**config.mk**
```make
export PLATFORM = sky130hd
export DESIGN_NAME = motor_drive_top
export DESIGN_NICKNAME = d
export VERILOG_FILES = /design/src/common/timing_pkg.sv /design/src/common/motor_pkg.sv /design/src/motor_drive_top.sv /design/src/pwm/three_phase_pwm.sv /design/src/pwm/duty_shadow_register.sv /design/src/pwm_trigger_divider.sv
export SDC_FILE = /design/constraint.sdc
export NUM_CORES = 1
export LEC_CHECK = 0
export BUFFER_PORTS_ARGS = -buffer_cell sky130_fd_sc_hd__buf_2
export CAP_MARGIN = 15
export CELL_PAD_IN_SITES_DETAIL_PLACEMENT = 0
export CELL_PAD_IN_SITES_GLOBAL_PLACEMENT = 2
export CORE_AREA = 8 8 246 189
export CTS_BUF_LIST = sky130_fd_sc_hd__clkbuf_8 sky130_fd_sc_hd__clkbuf_16
export DETAILED_ROUTE_END_ITERATION = 12
export DIE_AREA = 0 0 254 197
export PLACE_DENSITY_LB_ADDON = 0.1
export REMOVE_ABC_BUFFERS = 1
export SYNTH_ARGS = -nofsm -noshare
export SYNTH_HDL_FRONTEND = slang
export SYNTH_SLANG_ARGS = --single-unit
export TNS_END_PERCENT = 20
```
**constraint.sdc**
```tcl
create_clock -name CLK25MHz -period 27.3 [get_ports CLK25MHz]
set_input_delay 2.73 -clock CLK25MHz [delete_from_list [all_inputs] [get_ports CLK25MHz]]
set_output_delay 2.73 -clock CLK25MHz [all_outputs]
set_load 0.02 [all_outputs]
```
**src/common/timing_pkg.sv**
```systemverilog
package timing_pkg;

    // pwm period in CLK25MHz cycles
    localparam int DEFAULT_PWM_PERIOD = 3000;

    // longest allowed on-time per phase
    // keeps some off-time in every period for the bootstrap supply
    localparam int DEFAULT_MAX_ON_CYCLES = 2985;

    // adc sample strobes per pwm trigger
    localparam int DEFAULT_TRIGGER_DIVIDE = 30;

    // wheel motors on the board
    localparam int DEFAULT_NUM_MOTORS = 4;

endpackage

```
**src/common/motor_pkg.sv**
```systemverilog
package motor_pkg;

    // phases per wheel motor
    localparam int NUM_PHASES = 3;

    // duty resolution in clock cycles
    localparam int DUTY_WIDTH = 12;

    // on-time of one phase, counted in CLK25MHz cycles
    typedef logic [DUTY_WIDTH-1:0] duty_t;

    // three-phase duty command
    // index 0 is U, 1 is V, 2 is W
    typedef duty_t [NUM_PHASES-1:0] phase_cmd_t;

    // one bit per phase, same order as phase_cmd_t
    // used for the pwm lines and the gate-driver resets
    typedef logic [NUM_PHASES-1:0] phase_bits_t;

endpackage
```
**src/motor_drive_top.sv**
```systemverilog
`timescale 1ns/1ns

module motor_drive_top #(
    parameter int NUM_MOTORS     = timing_pkg::DEFAULT_NUM_MOTORS,
    parameter int PWM_PERIOD     = timing_pkg::DEFAULT_PWM_PERIOD,
    parameter int MAX_ON_CYCLES  = timing_pkg::DEFAULT_MAX_ON_CYCLES,
    parameter int TRIGGER_DIVIDE = timing_pkg::DEFAULT_TRIGGER_DIVIDE
) (
    input  logic                   CLK25MHz,
    input  logic                   reset_150mhz,
    input  logic                   sample_strobe,
    input  logic                   fault,
    input  logic [NUM_MOTORS-1:0]  cmd_valid,
    input  motor_pkg::phase_cmd_t  cmd_data       [NUM_MOTORS],
    output motor_pkg::phase_bits_t driver_pwm     [NUM_MOTORS],
    output motor_pkg::phase_bits_t driver_reset_n [NUM_MOTORS]
);

    // shared by every motor so all periods start together
    logic pwm_trigger;

    pwm_trigger_divider #(
        .TRIGGER_DIVIDE (TRIGGER_DIVIDE)
    ) pwm_trigger_divider_inst (
        .CLK25MHz      (CLK25MHz),
        .reset_150mhz  (reset_150mhz),
        .sample_strobe (sample_strobe),
        .pwm_trigger   (pwm_trigger)
    );

    // one shadow register and one pwm stage per wheel motor
    genvar m;
    generate
        for (m = 0; m < NUM_MOTORS; m++) begin : g_motor
            motor_pkg::phase_cmd_t active_cmd;

            duty_shadow_register duty_shadow_register_inst (
                .CLK25MHz     (CLK25MHz),
                .reset_150mhz (reset_150mhz),
                .cmd_valid    (cmd_valid[m]),
                .cmd_data     (cmd_data[m]),
                .pwm_trigger  (pwm_trigger),
                .active_cmd   (active_cmd)
            );

            three_phase_pwm #(
                .PWM_PERIOD    (PWM_PERIOD),
                .MAX_ON_CYCLES (MAX_ON_CYCLES)
            ) three_phase_pwm_inst (
                .CLK25MHz       (CLK25MHz),
                .reset_150mhz   (reset_150mhz),
                .pwm_trigger    (pwm_trigger),
                .fault          (fault),
                .active_cmd     (active_cmd),
                .driver_pwm     (driver_pwm[m]),
                .driver_reset_n (driver_reset_n[m])
            );
        end
    endgenerate

endmodule

```
**src/pwm/three_phase_pwm.sv**
```systemverilog
`timescale 1ns/1ns

module three_phase_pwm #(
    parameter int PWM_PERIOD    = timing_pkg::DEFAULT_PWM_PERIOD,
    parameter int MAX_ON_CYCLES = timing_pkg::DEFAULT_MAX_ON_CYCLES
) (
    input  logic                   CLK25MHz,
    input  logic                   reset_150mhz,
    input  logic                   pwm_trigger,
    input  logic                   fault,
    input  motor_pkg::phase_cmd_t  active_cmd,
    output motor_pkg::phase_bits_t driver_pwm,
    output motor_pkg::phase_bits_t driver_reset_n
);

    localparam int PERIOD_BITS = (PWM_PERIOD > 1) ? $clog2(PWM_PERIOD) : 1;

    // wide enough for both the period position and a duty value
    localparam int CNT_WIDTH =
        (PERIOD_BITS > motor_pkg::DUTY_WIDTH) ? PERIOD_BITS : motor_pkg::DUTY_WIDTH;

    localparam logic [CNT_WIDTH-1:0] LAST_CYCLE = CNT_WIDTH'(PWM_PERIOD - 1);
    localparam motor_pkg::duty_t ON_LIMIT = motor_pkg::DUTY_WIDTH'(MAX_ON_CYCLES);

    logic                 running;
    logic [CNT_WIDTH-1:0] period_count;
    logic [CNT_WIDTH-1:0] on_cycles [motor_pkg::NUM_PHASES];
    motor_pkg::phase_bits_t phase_on;

    // clamp each duty so the high side is never on for the whole period
    always_comb begin
        for (int p = 0; p < motor_pkg::NUM_PHASES; p++) begin
            if (active_cmd[p] > ON_LIMIT) begin
                on_cycles[p] = CNT_WIDTH'(ON_LIMIT);
            end else begin
                on_cycles[p] = CNT_WIDTH'(active_cmd[p]);
            end
        end
    end

    // phase is on while the period position is below its on-time
    always_comb begin
        for (int p = 0; p < motor_pkg::NUM_PHASES; p++) begin
            phase_on[p] = running && (period_count < on_cycles[p]);
        end
    end

    // period counter
    // trigger restarts it, even in the middle of a period
    // fault drops the period and waits for a fresh trigger
    always_ff @(posedge CLK25MHz or posedge reset_150mhz) begin
        if (reset_150mhz) begin
            running      <= 1'b0;
            period_count <= '0;
        end else if (fault) begin
            running      <= 1'b0;
            period_count <= '0;
        end else if (pwm_trigger) begin
            running      <= 1'b1;
            period_count <= '0;
        end else if (running) begin
            if (period_count >= LAST_CYCLE) begin
                running      <= 1'b0;
                period_count <= '0;
            end else begin
                period_count <= period_count + 1'b1;
            end
        end
    end

    // registered outputs are held low around a trigger and between periods
    always_ff @(posedge CLK25MHz or posedge reset_150mhz) begin
        if (reset_150mhz) begin
            driver_pwm <= '0;
        end else if (fault || pwm_trigger) begin
            driver_pwm <= '0;
        end else begin
            driver_pwm <= phase_on;
        end
    end

    // gate-driver resets follow the fault level one edge later
    always_ff @(posedge CLK25MHz or posedge reset_150mhz) begin
        if (reset_150mhz) begin
            driver_reset_n <= '0;
        end else if (fault) begin
            driver_reset_n <= '0;
        end else begin
            driver_reset_n <= '1;
        end
    end

endmodule

```
**src/pwm/duty_shadow_register.sv**
```systemverilog
`timescale 1ns/1ns

module duty_shadow_register (
    input  logic                   CLK25MHz,
    input  logic                   reset_150mhz,
    input  logic                   cmd_valid,
    input  motor_pkg::phase_cmd_t  cmd_data,
    input  logic                   pwm_trigger,
    output motor_pkg::phase_cmd_t  active_cmd
);

    // latest command, waiting for the next trigger
    motor_pkg::phase_cmd_t pending_cmd;

    // no handshake here, a later strobe simply replaces the pending value
    always_ff @(posedge CLK25MHz or posedge reset_150mhz) begin
        if (reset_150mhz) begin
            pending_cmd <= '0;
        end else if (cmd_valid) begin
            pending_cmd <= cmd_data;
        end
    end

    // active copy only moves at a trigger so a running period keeps its duties
    // a strobe in the trigger cycle itself waits for the following trigger
    always_ff @(posedge CLK25MHz or posedge reset_150mhz) begin
        if (reset_150mhz) begin
            active_cmd <= '0;
        end else if (pwm_trigger) begin
            active_cmd <= pending_cmd;
        end
    end

endmodule

```
**src/pwm_trigger_divider.sv**
```systemverilog
`timescale 1ns/1ns

module pwm_trigger_divider #(
    parameter int TRIGGER_DIVIDE = timing_pkg::DEFAULT_TRIGGER_DIVIDE
) (
    input  logic CLK25MHz,
    input  logic reset_150mhz,
    input  logic sample_strobe,
    output logic pwm_trigger
);

    // a divide of 1 still needs a one-bit counter
    localparam int CNT_WIDTH = (TRIGGER_DIVIDE > 1) ? $clog2(TRIGGER_DIVIDE) : 1;
    localparam logic [CNT_WIDTH-1:0] LAST_STROBE = CNT_WIDTH'(TRIGGER_DIVIDE - 1);

    logic [CNT_WIDTH-1:0] strobe_count;

    // one trigger per TRIGGER_DIVIDE strobes, so the pwm period
    // follows the filtered current sample rate
    always_ff @(posedge CLK25MHz or posedge reset_150mhz) begin
        if (reset_150mhz) begin
            strobe_count <= '0;
            pwm_trigger  <= 1'b0;
        end else begin
            pwm_trigger <= 1'b0;
            if (sample_strobe) begin
                if (strobe_count >= LAST_STROBE) begin
                    strobe_count <= '0;
                    pwm_trigger  <= 1'b1;
                end else begin
                    strobe_count <= strobe_count + 1'b1;
                end
            end
        end
    end

endmodule

```
Yosys cells after proc, flatten, opt, wreduce, memory -nomap -nowiden
Index checks and enable logic that the tools add are counted.
{"block": "word_totals", "in_bits": 152, "reg_bits": 361, "word_cells": 142, "out_inout_bits": 24}
{"block": "op_classes", "add_sub_neg": 5, "n_mux": 52, "n_lt_le_gt_ge": 29, "reduce_logical": 17}
{"operator": "12-bit two-way mux", "n": 28}
{"operator": "12-bit greater-than comparator (second input constant)", "n": 12}
{"operator": "12-bit < comparator", "n": 12}
{"operator": "12-bit by 1-bit adder with 12-bit output (second input constant)", "n": 4}
{"operator": "12-bit >= comparator (second input constant)", "n": 4}
{"operator": "1-bit two-way mux", "n": 18}
{"operator": "3-bit two-way mux", "n": 5}
{"operator": "1-bit logical AND", "n": 12}
{"operator": "3-bit nonzero test", "n": 4}
{"operator": "5-bit by 1-bit adder with 5-bit output (second input constant)", "n": 1}
{"operator": "5-bit >= comparator (second input constant)", "n": 1}
{"operator": "5-bit two-way mux", "n": 1}
{"operator": "1-bit logical OR", "n": 1}

Depth between registers and ports, before layout
Gate-level depths: netlist (run 1).
{"block": "logic_depth", "ltp_word": 5, "mapped_depth": 10, "ltp_nobuf": 10}

Modules after synthesis
A second synthesis (run 1) with hierarchy kept.
{"block": "unflattened", "hier_cells": 1576, "area_unflattened_um2": 19697.6}
{"mod": "duty_shadow_register", "seq_area_each_um2": 1801.7, "instances": 4, "cells_each": 153, "area_each_um2": 2984.1}
{"mod": "three_phase_pwm (g_motor[1].three_phase_pwm_inst ...)", "seq_area_each_um2": 425.4, "instances": 2, "cells_each": 226, "area_each_um2": 1811.7}
{"mod": "three_phase_pwm (g_motor[3].three_phase_pwm_inst)", "seq_area_each_um2": 425.4, "instances": 1, "cells_each": 243, "area_each_um2": 1930.6}
{"mod": "three_phase_pwm (g_motor[0].three_phase_pwm_inst)", "seq_area_each_um2": 425.4, "instances": 1, "cells_each": 233, "area_each_um2": 1853.0}
{"mod": "pwm_trigger_divider", "seq_area_each_um2": 150.1, "instances": 1, "cells_each": 36, "area_each_um2": 354.1}

Least setup slack after synthesis (run 1)
OpenSTA, ideal clock, no wires.
{"block": "synth_path", "path_kind": "input to register", "startpoint": "input port fault", "endpoint": "register g_motor[0].three_phase_pwm_inst.period_count[10]", "t_arrival_ps": 4011, "path_slack_ps": 23220, "setup_ps": 69, "t_required_ps": 27231, "n_path_buf": 2, "cell_stages": 7, "path_cell_list": "buf_2 > nor2_2 > nand2_1 > or2_0 > clkbuf_1 > or4_1 > nand3_1"}
{"block": "synth_between", "elab_chain_len": 1, "elab_cells_between_ends": 2, "classes_between": "mux (1); reduce/logical (1)"}
{"item": "start, declared", "line": "motor_drive_top.sv:12", "text": "input logic fault,"}
{"item": "3-bit nonzero test (no line) / 12-bit two-way mux (equally long branches)"}
{"item": "end signal, assigned", "line": "three_phase_pwm.sv:66", "text": "period_count <= period_count + 1'b1;"}
{"item": "end, declared", "line": "three_phase_pwm.sv:26", "text": "logic [CNT_WIDTH-1:0] period_count;"}
Several ways; a longest one is shown, not always the timed one.
A chain may end at the register's enable or synchronous reset.

Worst setup path in the final report (run 1)
Ends and elaborated chain as after synthesis.

==> results of run 1 <==
[cells in the mapped netlist (all sizes together), types with 11 or more instances]
cell    count
nor2b      22
nand3      29
mux2      276
clkbuf     30
inv        32
a211oi     16
and3       17
a21o       22
or3        11
nand2b     12
nor2       85
nand2     128
dfrtp     359
a21oi      99
nor3       23
nand4      31
a31oi      26
o21ai      93
ha        138
o211ai     15
buf        26
[critical path: stages]
cell and delay [ns]:
sky130_fd_sc_hd__buf_2 0.16, sky130_fd_sc_hd__nor2_2 0.09, sky130_fd_sc_hd__buf_4 0.22, sky130_fd_sc_hd__nand2_1 0.23, sky130_fd_sc_hd__or2_0 0.40, sky130_fd_sc_hd__or4_1 0.51, sky130_fd_sc_hd__nand3_1 0.10
[final timing paths]
kind                                                                                endpoint  slack (ns)  cells after the start
worst max-delay path            g_motor[0].three_phase_pwm_inst.period_count[10]$_DFFE_PP0P_       23.31                      7
worst min-delay path                                                                register        0.48                      2
worst max register to register       g_motor[1].three_phase_pwm_inst.driver_pwm[0]$_DFF_PP0_       24.66                     10
worst min register to register                                                      register        0.48                      2
max in group asynchronous                     pwm_trigger_divider_inst.pwm_trigger$_DFF_PP0_       23.41                      3
min in group asynchronous                                                          async pin        2.40                      2
[power by group through the flow]
| stage | Combinational (mW) | Clock [mW] | Sequential (mW) |
|---|---|---|---|
| floorplan | 0.370 | 0 | 0.757 |
| global placement | 0.459 | 0 | 0.791 |
| detailed placement | 0.472 | 0 | 0.793 |
| CTS | 0.476 | 0.527 | 0.785 |
| global route | 0.540 | 0.548 | 0.806 |
| finish | 0.467 | 0.507 | 0.783 |
[metal layers]
layer	wire (um)	global-route usage	vias to the layer above
li1	-	-	6139
met4	586	0.03321	0
met1	20580	0.2398	6195
met3	1691	0.02751	51
met2	18180	0.2543	198
met5	0	0	-
[state kept, by name, summed over array words and instances, names as in the netlist]
signal,flops
g_motor.three_phase_pwm_inst.driver_reset_n,1
g_motor.duty_shadow_register_inst.pending_cmd,144
pwm_trigger_divider_inst.strobe_count,5
g_motor.three_phase_pwm_inst.driver_pwm,12
g_motor.duty_shadow_register_inst.active_cmd,144
g_motor.three_phase_pwm_inst.period_count,48
pwm_trigger_divider_inst.pwm_trigger,1
g_motor.three_phase_pwm_inst.running,4
[per-stage QoR]
stage	hold slack, ns	instances	area, um^2
6_report	0.4791	2341	20700
5_1_grt	0.5114	2341	20700
4_1_cts	0.4873	2340	20690
3_5_place_dp	0.4730	2279	19490
3_3_place_gp	0.4622	2279	19490
2_1_floorplan	0.4492	1521	17830
[cell families after synthesis]
family / after synthesis / synth area share
AND/OR/NAND/NOR: 373 / 0.09665
adder cells (fa/ha/maj): 138 / 0.09541
multiplexers: 277 / 0.1723
buffers and inverters: 88 / 0.02136
flip-flops: 359 / 0.4964
AO/OA/AOI/OAI: 338 / 0.1159
XOR/XNOR: 4 / 0.001936
[final cells by class]
type	instances	area, um^2
fillers	3951	21910
flip-flops and latches	359	8987
multi-input cells	1130	8727
clock buffers	43	1008
repair buffers	181	930.9
well taps	578	723.2
clock inverters	18	191.4
inverters	32	127.6
==> metrics.cfg, run 1 <==
[outcome]
outcome=complete, no violations

[cells_and_area]
final_util=0.4857
fraction_of_final_layout_cells_with_drive_strength_greater_than_1=0.2978
num_antenna_cells=0
final_common_cell=sky130_fd_sc_hd__dfrtp_1
syn2layout_area_growth_pct=14.36
final_net_count=2031
most_used_cells_in_the_layout_excluding_fill_and_tap_cells=sky130_fd_sc_hd__dfrtp_1, sky130_fd_sc_hd__mux2_2, sky130_fd_sc_hd__buf_2

[worst_setup_path]
worst-setup-path-type=in -> reg
worst-endpoint-arrival_ns=4.45
worstPathMaxFanout=12
critical_path_source_type=input port
worstSetupStartpoint=fault
cp.required_ns=27.76
timing.critical_path.to_type=register

[yosys]
yosysUniqueCellTypes=55
yosys_warnings=0
syn_area_um2=18100
synth.yosys.seq_area_share=0.4964
synthesis.area_per_instance_um2=11.48
synth_top_flop_cell=sky130_fd_sc_hd__dfrtp_1
synth-edff-count=0
ys_ff_latch=359
synth_top_cell_by_area=sky130_fd_sc_hd__dfrtp_1
fraction_of_synthesized_cell_area_taken_by_the_top_area_cell_type=0.4964
synth_cells=1577
cells_taking_the_most_area_after_synthesis=sky130_fd_sc_hd__dfrtp_1, sky130_fd_sc_hd__mux2_2, sky130_fd_sc_hd__ha_1
postSynth.asyncResetShare=1.000

[floorplan]
die_height_um=197
floorplan.die_area_um2=50040
ios=176
placeableCoreArea_um2=42610
floorplan.initialDensity=0.4247
die_w_um=254
num_rows=66

[timing]
timing.final.crit_share=0.1461
slew_viol_final=0
post_route_clock_skew_ns=0.009499
achievable-frequency_ghz=0.2506
finalWorstSetupSlack_ns=23.31
setup_tns_ns=0
setup_viol=0
final_hold_violating_endpoints=0
min_period_ns=3.990
max-slew-margin-rel=0.3791
grt_setup_unrepaired=false
worst_margin_slew_ns=0.9313

[routing]
routed_wirelength_mm=41.04
routed_via_density=5.375
initialDrtViolationCount=625
route.vias.total=12580
route.detailed.drc=0
drt-wirelength-per-cell_um=17.53
drt.antenna.violating_nets=0
detail_route.first_pass.iterations=7

[placed_design]
routabilityCongestion=0.7689
hpwl_mm=28.60
pre_cts_slack_ns=22.43
placement.io_buffers=175

[grt]
antenna_found_initial=2
first_global_vias=13010
gr-total-overflow=0
grt_pass1_wl_mm=68.54
grtUsageTotal=0.1639
grt_start_max_net_pins=169

[cts]
cts_max_level=2
insertion_delay_ns=0.52
clock_tree.buffer_depth=3
post_cts.repair.setup_buffers=0
cts.sinks=359
hold_buffers=0
cts_buffers=37
post_cts.resized_instances=0
clock_tree.root_cell=sky130_fd_sc_hd__clkbuf_16
cts_tree=done
cts.reportedPaths.clkPinSlew_ns=0.06

[power_and_ir_drop]
ir_drop_uv=48.48
power.leakage_nw=9.423
p_sw_mw=0.5589
power.share.clock=0.288
power.switching_fraction=0.3182
total_power_mw=1.756
p_int_mw=1.197
power_per_cell_area_nw_per_um2=84.86
power.share.sequential=0.446
share_comb_of_total_power=0.266

[run]
max_cap_viols=0

[hold_path]
worst_min_delay_path_category=reg -> reg

(Power assumes the default switching activity.)
==> run 2: changes to the inputs <==
Settings changed: ABC_AREA set to 1, CORE_AREA 8 8 246 189 to 8 8 268 205, DIE_AREA 0 0 254 197 to 0 0 276 213.
Clock period 27.3 ns to 4 ns, I/O delays scaled along.
==> run 2 against run 1 <==
  * Utilization is 6.6 points lower
  * Total power grew to 6.7 times the previous value
  * Flip-flop and latch count stayed put
  * Sequential power grew to 6.5 times the previous value
  * Die area is 17% higher
  * Highest routed layer unchanged
==> metrics.cfg, run 2 <==
[yosys]
cells_taking_the_most_area_after_synthesis=sky130_fd_sc_hd__dfrtp_1, sky130_fd_sc_hd__nand2_1, sky130_fd_sc_hd__ha_1  ; was sky130_fd_sc_hd__dfrtp_1, sky130_fd_sc_hd__mux2_2, sky130_fd_sc_hd__ha_1
synthesis.area_per_instance_um2=8.898  ; was 11.48 um^2
synth_top_flop_cell=sky130_fd_sc_hd__dfrtp_1  ; unchanged
synth-edff-count=0  ; unchanged
ys_ff_latch=359  ; unchanged
postSynth.asyncResetShare=1.000  ; unchanged
synth_top_cell_by_area=sky130_fd_sc_hd__dfrtp_1  ; unchanged
synth.most_common_cell=sky130_fd_sc_hd__nand2_1  ; was sky130_fd_sc_hd__dfrtp_1
syn_area_um2=18540  ; was 18100 um^2
yosys_warnings=0  ; unchanged
yosysUniqueCellTypes=41  ; was 55
synth_cells=2084  ; was 1577
yosys-top-cells-count=sky130_fd_sc_hd__nand2_1, sky130_fd_sc_hd__dfrtp_1, sky130_fd_sc_hd__inv_1, sky130_fd_sc_hd__o21ai_0, sky130_fd_sc_hd__ha_1  ; was sky130_fd_sc_hd__dfrtp_1, sky130_fd_sc_hd__mux2_2, sky130_fd_sc_hd__ha_1, sky130_fd_sc_hd__nand2_1, sky130_fd_sc_hd__a21oi_1
fraction_of_synthesized_cell_area_taken_by_the_top_area_cell_type=0.4845  ; was 0.4964
synth.yosys.seq_area_share=0.4845  ; was 0.4964

[worst_setup_path]
timing.critical_path.to_type=register  ; unchanged
worstPathMaxFanout=6  ; was 12
worst_path_most_repeated_cell=sky130_fd_sc_hd__nand2_1
cp.required_ns=4.48  ; was 27.76 ns
worst-setup-path-type=reg -> reg  ; was in -> reg
worst-endpoint-arrival_ns=2.78  ; was 4.45 ns
cpMaxStageDelayCell=sky130_fd_sc_hd__dfrtp_1  ; was sky130_fd_sc_hd__or4_1
worst_r2r_endpoint=g_motor[1].three_phase_pwm_inst.driver_pwm[1]$_DFF_PP0_  ; was g_motor[1].three_phase_pwm_inst.driver_pwm[0]$_DFF_PP0_
r2r_setup_slack_ns=1.70  ; was 24.66 ns
max_stage_delay_ns=0.38  ; was 0.51 ns
timing.critical_path.cells=inv_1 > nand3_1 > nor3_1 > nand2_1 > nand2_1 > nand2_1 > inv_1 > nor2_1 > ha_1 > a21oi_1 > nor2_1 > a211oi_1 > o221ai_1 > a21oi_1  ; was buf_2 > nor2_2 > buf_4 > nand2_1 > or2_0 > or4_1 > nand3_1
critical_path_source_type=register  ; was input port
reg2regPathDepth=14  ; was 10

[routing]
drt-wirelength-per-cell_um=15.99  ; was 17.53 um
routed_via_density=4.805  ; was 5.375
route.vias.total=14120  ; was 12580
initialDrtViolationCount=731  ; was 625
route.detailed.drc=0  ; unchanged
drt.antenna.violating_nets=0  ; unchanged
detail_route.first_pass.iterations=4  ; was 7
routed_wirelength_mm=46.98  ; was 41.04 mm

[cells_and_area]
final_common_cell=sky130_fd_sc_hd__nand2_1  ; was sky130_fd_sc_hd__dfrtp_1
final_net_count=2535  ; was 2031
most_used_cells_in_the_layout_excluding_fill_and_tap_cells=sky130_fd_sc_hd__nand2_1, sky130_fd_sc_hd__dfrtp_1, sky130_fd_sc_hd__inv_1  ; was sky130_fd_sc_hd__dfrtp_1, sky130_fd_sc_hd__mux2_2, sky130_fd_sc_hd__buf_2
num_antenna_cells=0  ; unchanged
fraction_of_final_layout_cells_with_drive_strength_greater_than_1=0.1673  ; was 0.2978
largest_registers=g_motor.duty_shadow_register_inst.active_cmd: 144 flops, g_motor.duty_shadow_register_inst.pending_cmd: 144 flops, g_motor.three_phase_pwm_inst.period_count: 48 flops  ; unchanged
syn2layout_area_growth_pct=15.03  ; was 14.36%
fillCellCount=5157  ; was 3951
final_util=0.4198  ; was 0.4857

[cts]
hold_buffers=1  ; was 0
cts.reportedPaths.clkPinSlew_ns=0.06  ; about the same
post_cts.repair.setup_buffers=0  ; unchanged
clock_tree.root_cell=sky130_fd_sc_hd__clkbuf_16  ; unchanged
cts.sinks=359  ; unchanged
cts_max_level=2  ; unchanged
cts_buffers=40  ; was 37
insertion_delay_ns=0.56  ; was 0.52 ns
post_cts.resized_instances=0  ; unchanged
clock_tree.buffer_depth=3  ; unchanged
cts_tree=done  ; unchanged

[timing]
setup_viol=0  ; unchanged
achievable-frequency_ghz=0.4352
min_period_ns=2.298
worst_margin_slew_ns=1.008  ; was 0.9313 ns
max-slew-margin-rel=0.3282  ; was 0.3791
hold_slack_ns=0.04761  ; was 0.4791 ns
timing.final.crit_share=0.5744
final_hold_violating_endpoints=0  ; unchanged
slew_viol_final=0  ; unchanged
grt_setup_unrepaired=false  ; unchanged
post_route_clock_skew_ns=0.01537  ; was 0.009499 ns

[grt]
grt_pass1_wl_mm=77.34  ; was 68.54 mm
grt_start_max_net_pins=101  ; was 169
first_global_vias=14440  ; was 13010
grtUsageTotal=0.1612  ; was 0.1639
gr-total-overflow=0  ; unchanged
antenna_found_initial=0  ; was 2

[power_and_ir_drop]
power.switching_fraction=0.3440  ; was 0.3182
power.leakage_nw=10.58  ; was 9.423 nW
power.share.clock=0.307  ; was 0.288
p_sw_mw=4.020  ; was 0.5589 mW
ir_drop_uv=269.5  ; was 48.48 uV
total_power_mw=11.69  ; was 1.756 mW
share_comb_of_total_power=0.260  ; was 0.266
power_per_cell_area_nw_per_um2=547.9  ; was 84.86 nW/um^2
power.share.sequential=0.433  ; was 0.446
p_int_mw=7.668  ; was 1.197 mW

[hold_path]
whs_path_depth=3  ; was 2
worst_hold_startpoint=cmd_data[20]
worst_min_delay_path_category=in -> reg  ; was reg -> reg

[floorplan]
die_w_um=276  ; was 254 um
placeableCoreArea_um2=50810  ; was 42610 um^2
floorplan.initialDensity=0.3650  ; was 0.4247
die_height_um=213  ; was 197 um
ios=176  ; unchanged
num_rows=72  ; was 66
floorplan.die_area_um2=58790  ; was 50040 um^2

[placed_design]
placement.io_buffers=175  ; unchanged
routabilityCongestion=0.7780  ; was 0.7689
hpwl_mm=33.63  ; was 28.60 mm

[outcome]
outcome=complete, no violations  ; unchanged

[run]
max_cap_viols=0  ; unchanged

==> run 2: logic make-up (layout without fill, tap and decap cells) <==
| kind of cell | Yosys count | in the layout | share of synthesized area |
|---|---|---|---|
| AND/OR/NAND/NOR | 773 | 773 | 0.1733 |
| flip-flops | 359 | 359 | 0.4845 |
| AO/OA/AOI/OAI | 353 | 353 | 0.1032 |
| buffers and inverters | 330 | 518 | 0.07045 |
| adder cells (fa/ha/maj) | 138 | 138 | 0.09312 |
| multiplexers | 100 | 100 | 0.06073 |
| XOR/XNOR | 31 | 31 | 0.01464 |
==> run 2: power groups by stage <==
stage	clock [mW]	sequential, mW	combinational (mW)
floorplan	0	4.97	2.26
global placement	0	5.12	3.02
detailed placement	0	5.12	3.08
CTS	3.74	5.07	3.10
global route	3.90	5.19	3.65
finish	3.58	5.06	3.04
==> run 2: how the worst max path moves through the flow <==
| stage | start | end | slack (ns) | cells after the start |
|---|---|---|---|---|
| after floorplan | reset_150mhz | async pin | -6.36 | 1 |
| after global placement | register | g_motor[1].three_phase_pwm_inst.driver_pwm[1]$_DFF_PP0_ | 1.75 | 14 |
| after detailed placement | register | g_motor[1].three_phase_pwm_inst.driver_pwm[1]$_DFF_PP0_ | 1.67 | 14 |
| after CTS | register | g_motor[1].three_phase_pwm_inst.driver_pwm[1]$_DFF_PP0_ | 1.67 | 14 |
| after global routing | register | g_motor[1].three_phase_pwm_inst.driver_pwm[1]$_DFF_PP0_ | 1.32 | 14 |
| final | register | g_motor[1].three_phase_pwm_inst.driver_pwm[1]$_DFF_PP0_ | 1.70 | 14 |
==> run 2: stage by stage <==
step | setup TNS, ns | std cells | worst slack [ns] | area [um^2]
floorplan | -2320.64 | 2019 | -6.362 | 18230
global placement | 0 | 2868 | 1.749 | 20060
detailed placement | 0 | 2868 | 1.672 | 20060
CTS | 0 | 2938 | 1.673 | 21330
global route | 0 | 2938 | 1.321 | 21330
finish | 0 | 2938 | 1.702 | 21330
==> run 2: final cells by class <==
cell class / instances / area, um^2 / area share
Tap cell: 666 / 833.3 / 0.03907
Sequential cell: 359 / 8987 / 0.4213
Timing Repair Buffer: 184 / 996.0 / 0.04669
Inverter: 265 / 1003 / 0.04704
Clock buffer: 49 / 1136 / 0.05326
Multi-Input combinational cell: 1395 / 8253 / 0.3869
Clock inverter: 20 / 121.4 / 0.005690
==> run 2: layer usage <==
layer  share of wire  up-vias  track usage  routed length [um]
li1                -     7170            -                   -
met1            0.53     6704       0.2368               24830
met2            0.42      177       0.2424               19540
met3           0.034       67      0.02905                1589
met4           0.022        0      0.04282                1020
met5               0        -            0                   0
==> run 2: worst max-delay path, delay by kind of cell, from the launching register on <==
kind	cells	cell delay, ns
buf+inv	2	0.24
fa+ha+maj	1	0.29
compound gates	4	0.58
flops	1	0.38
simple gates	7	0.72
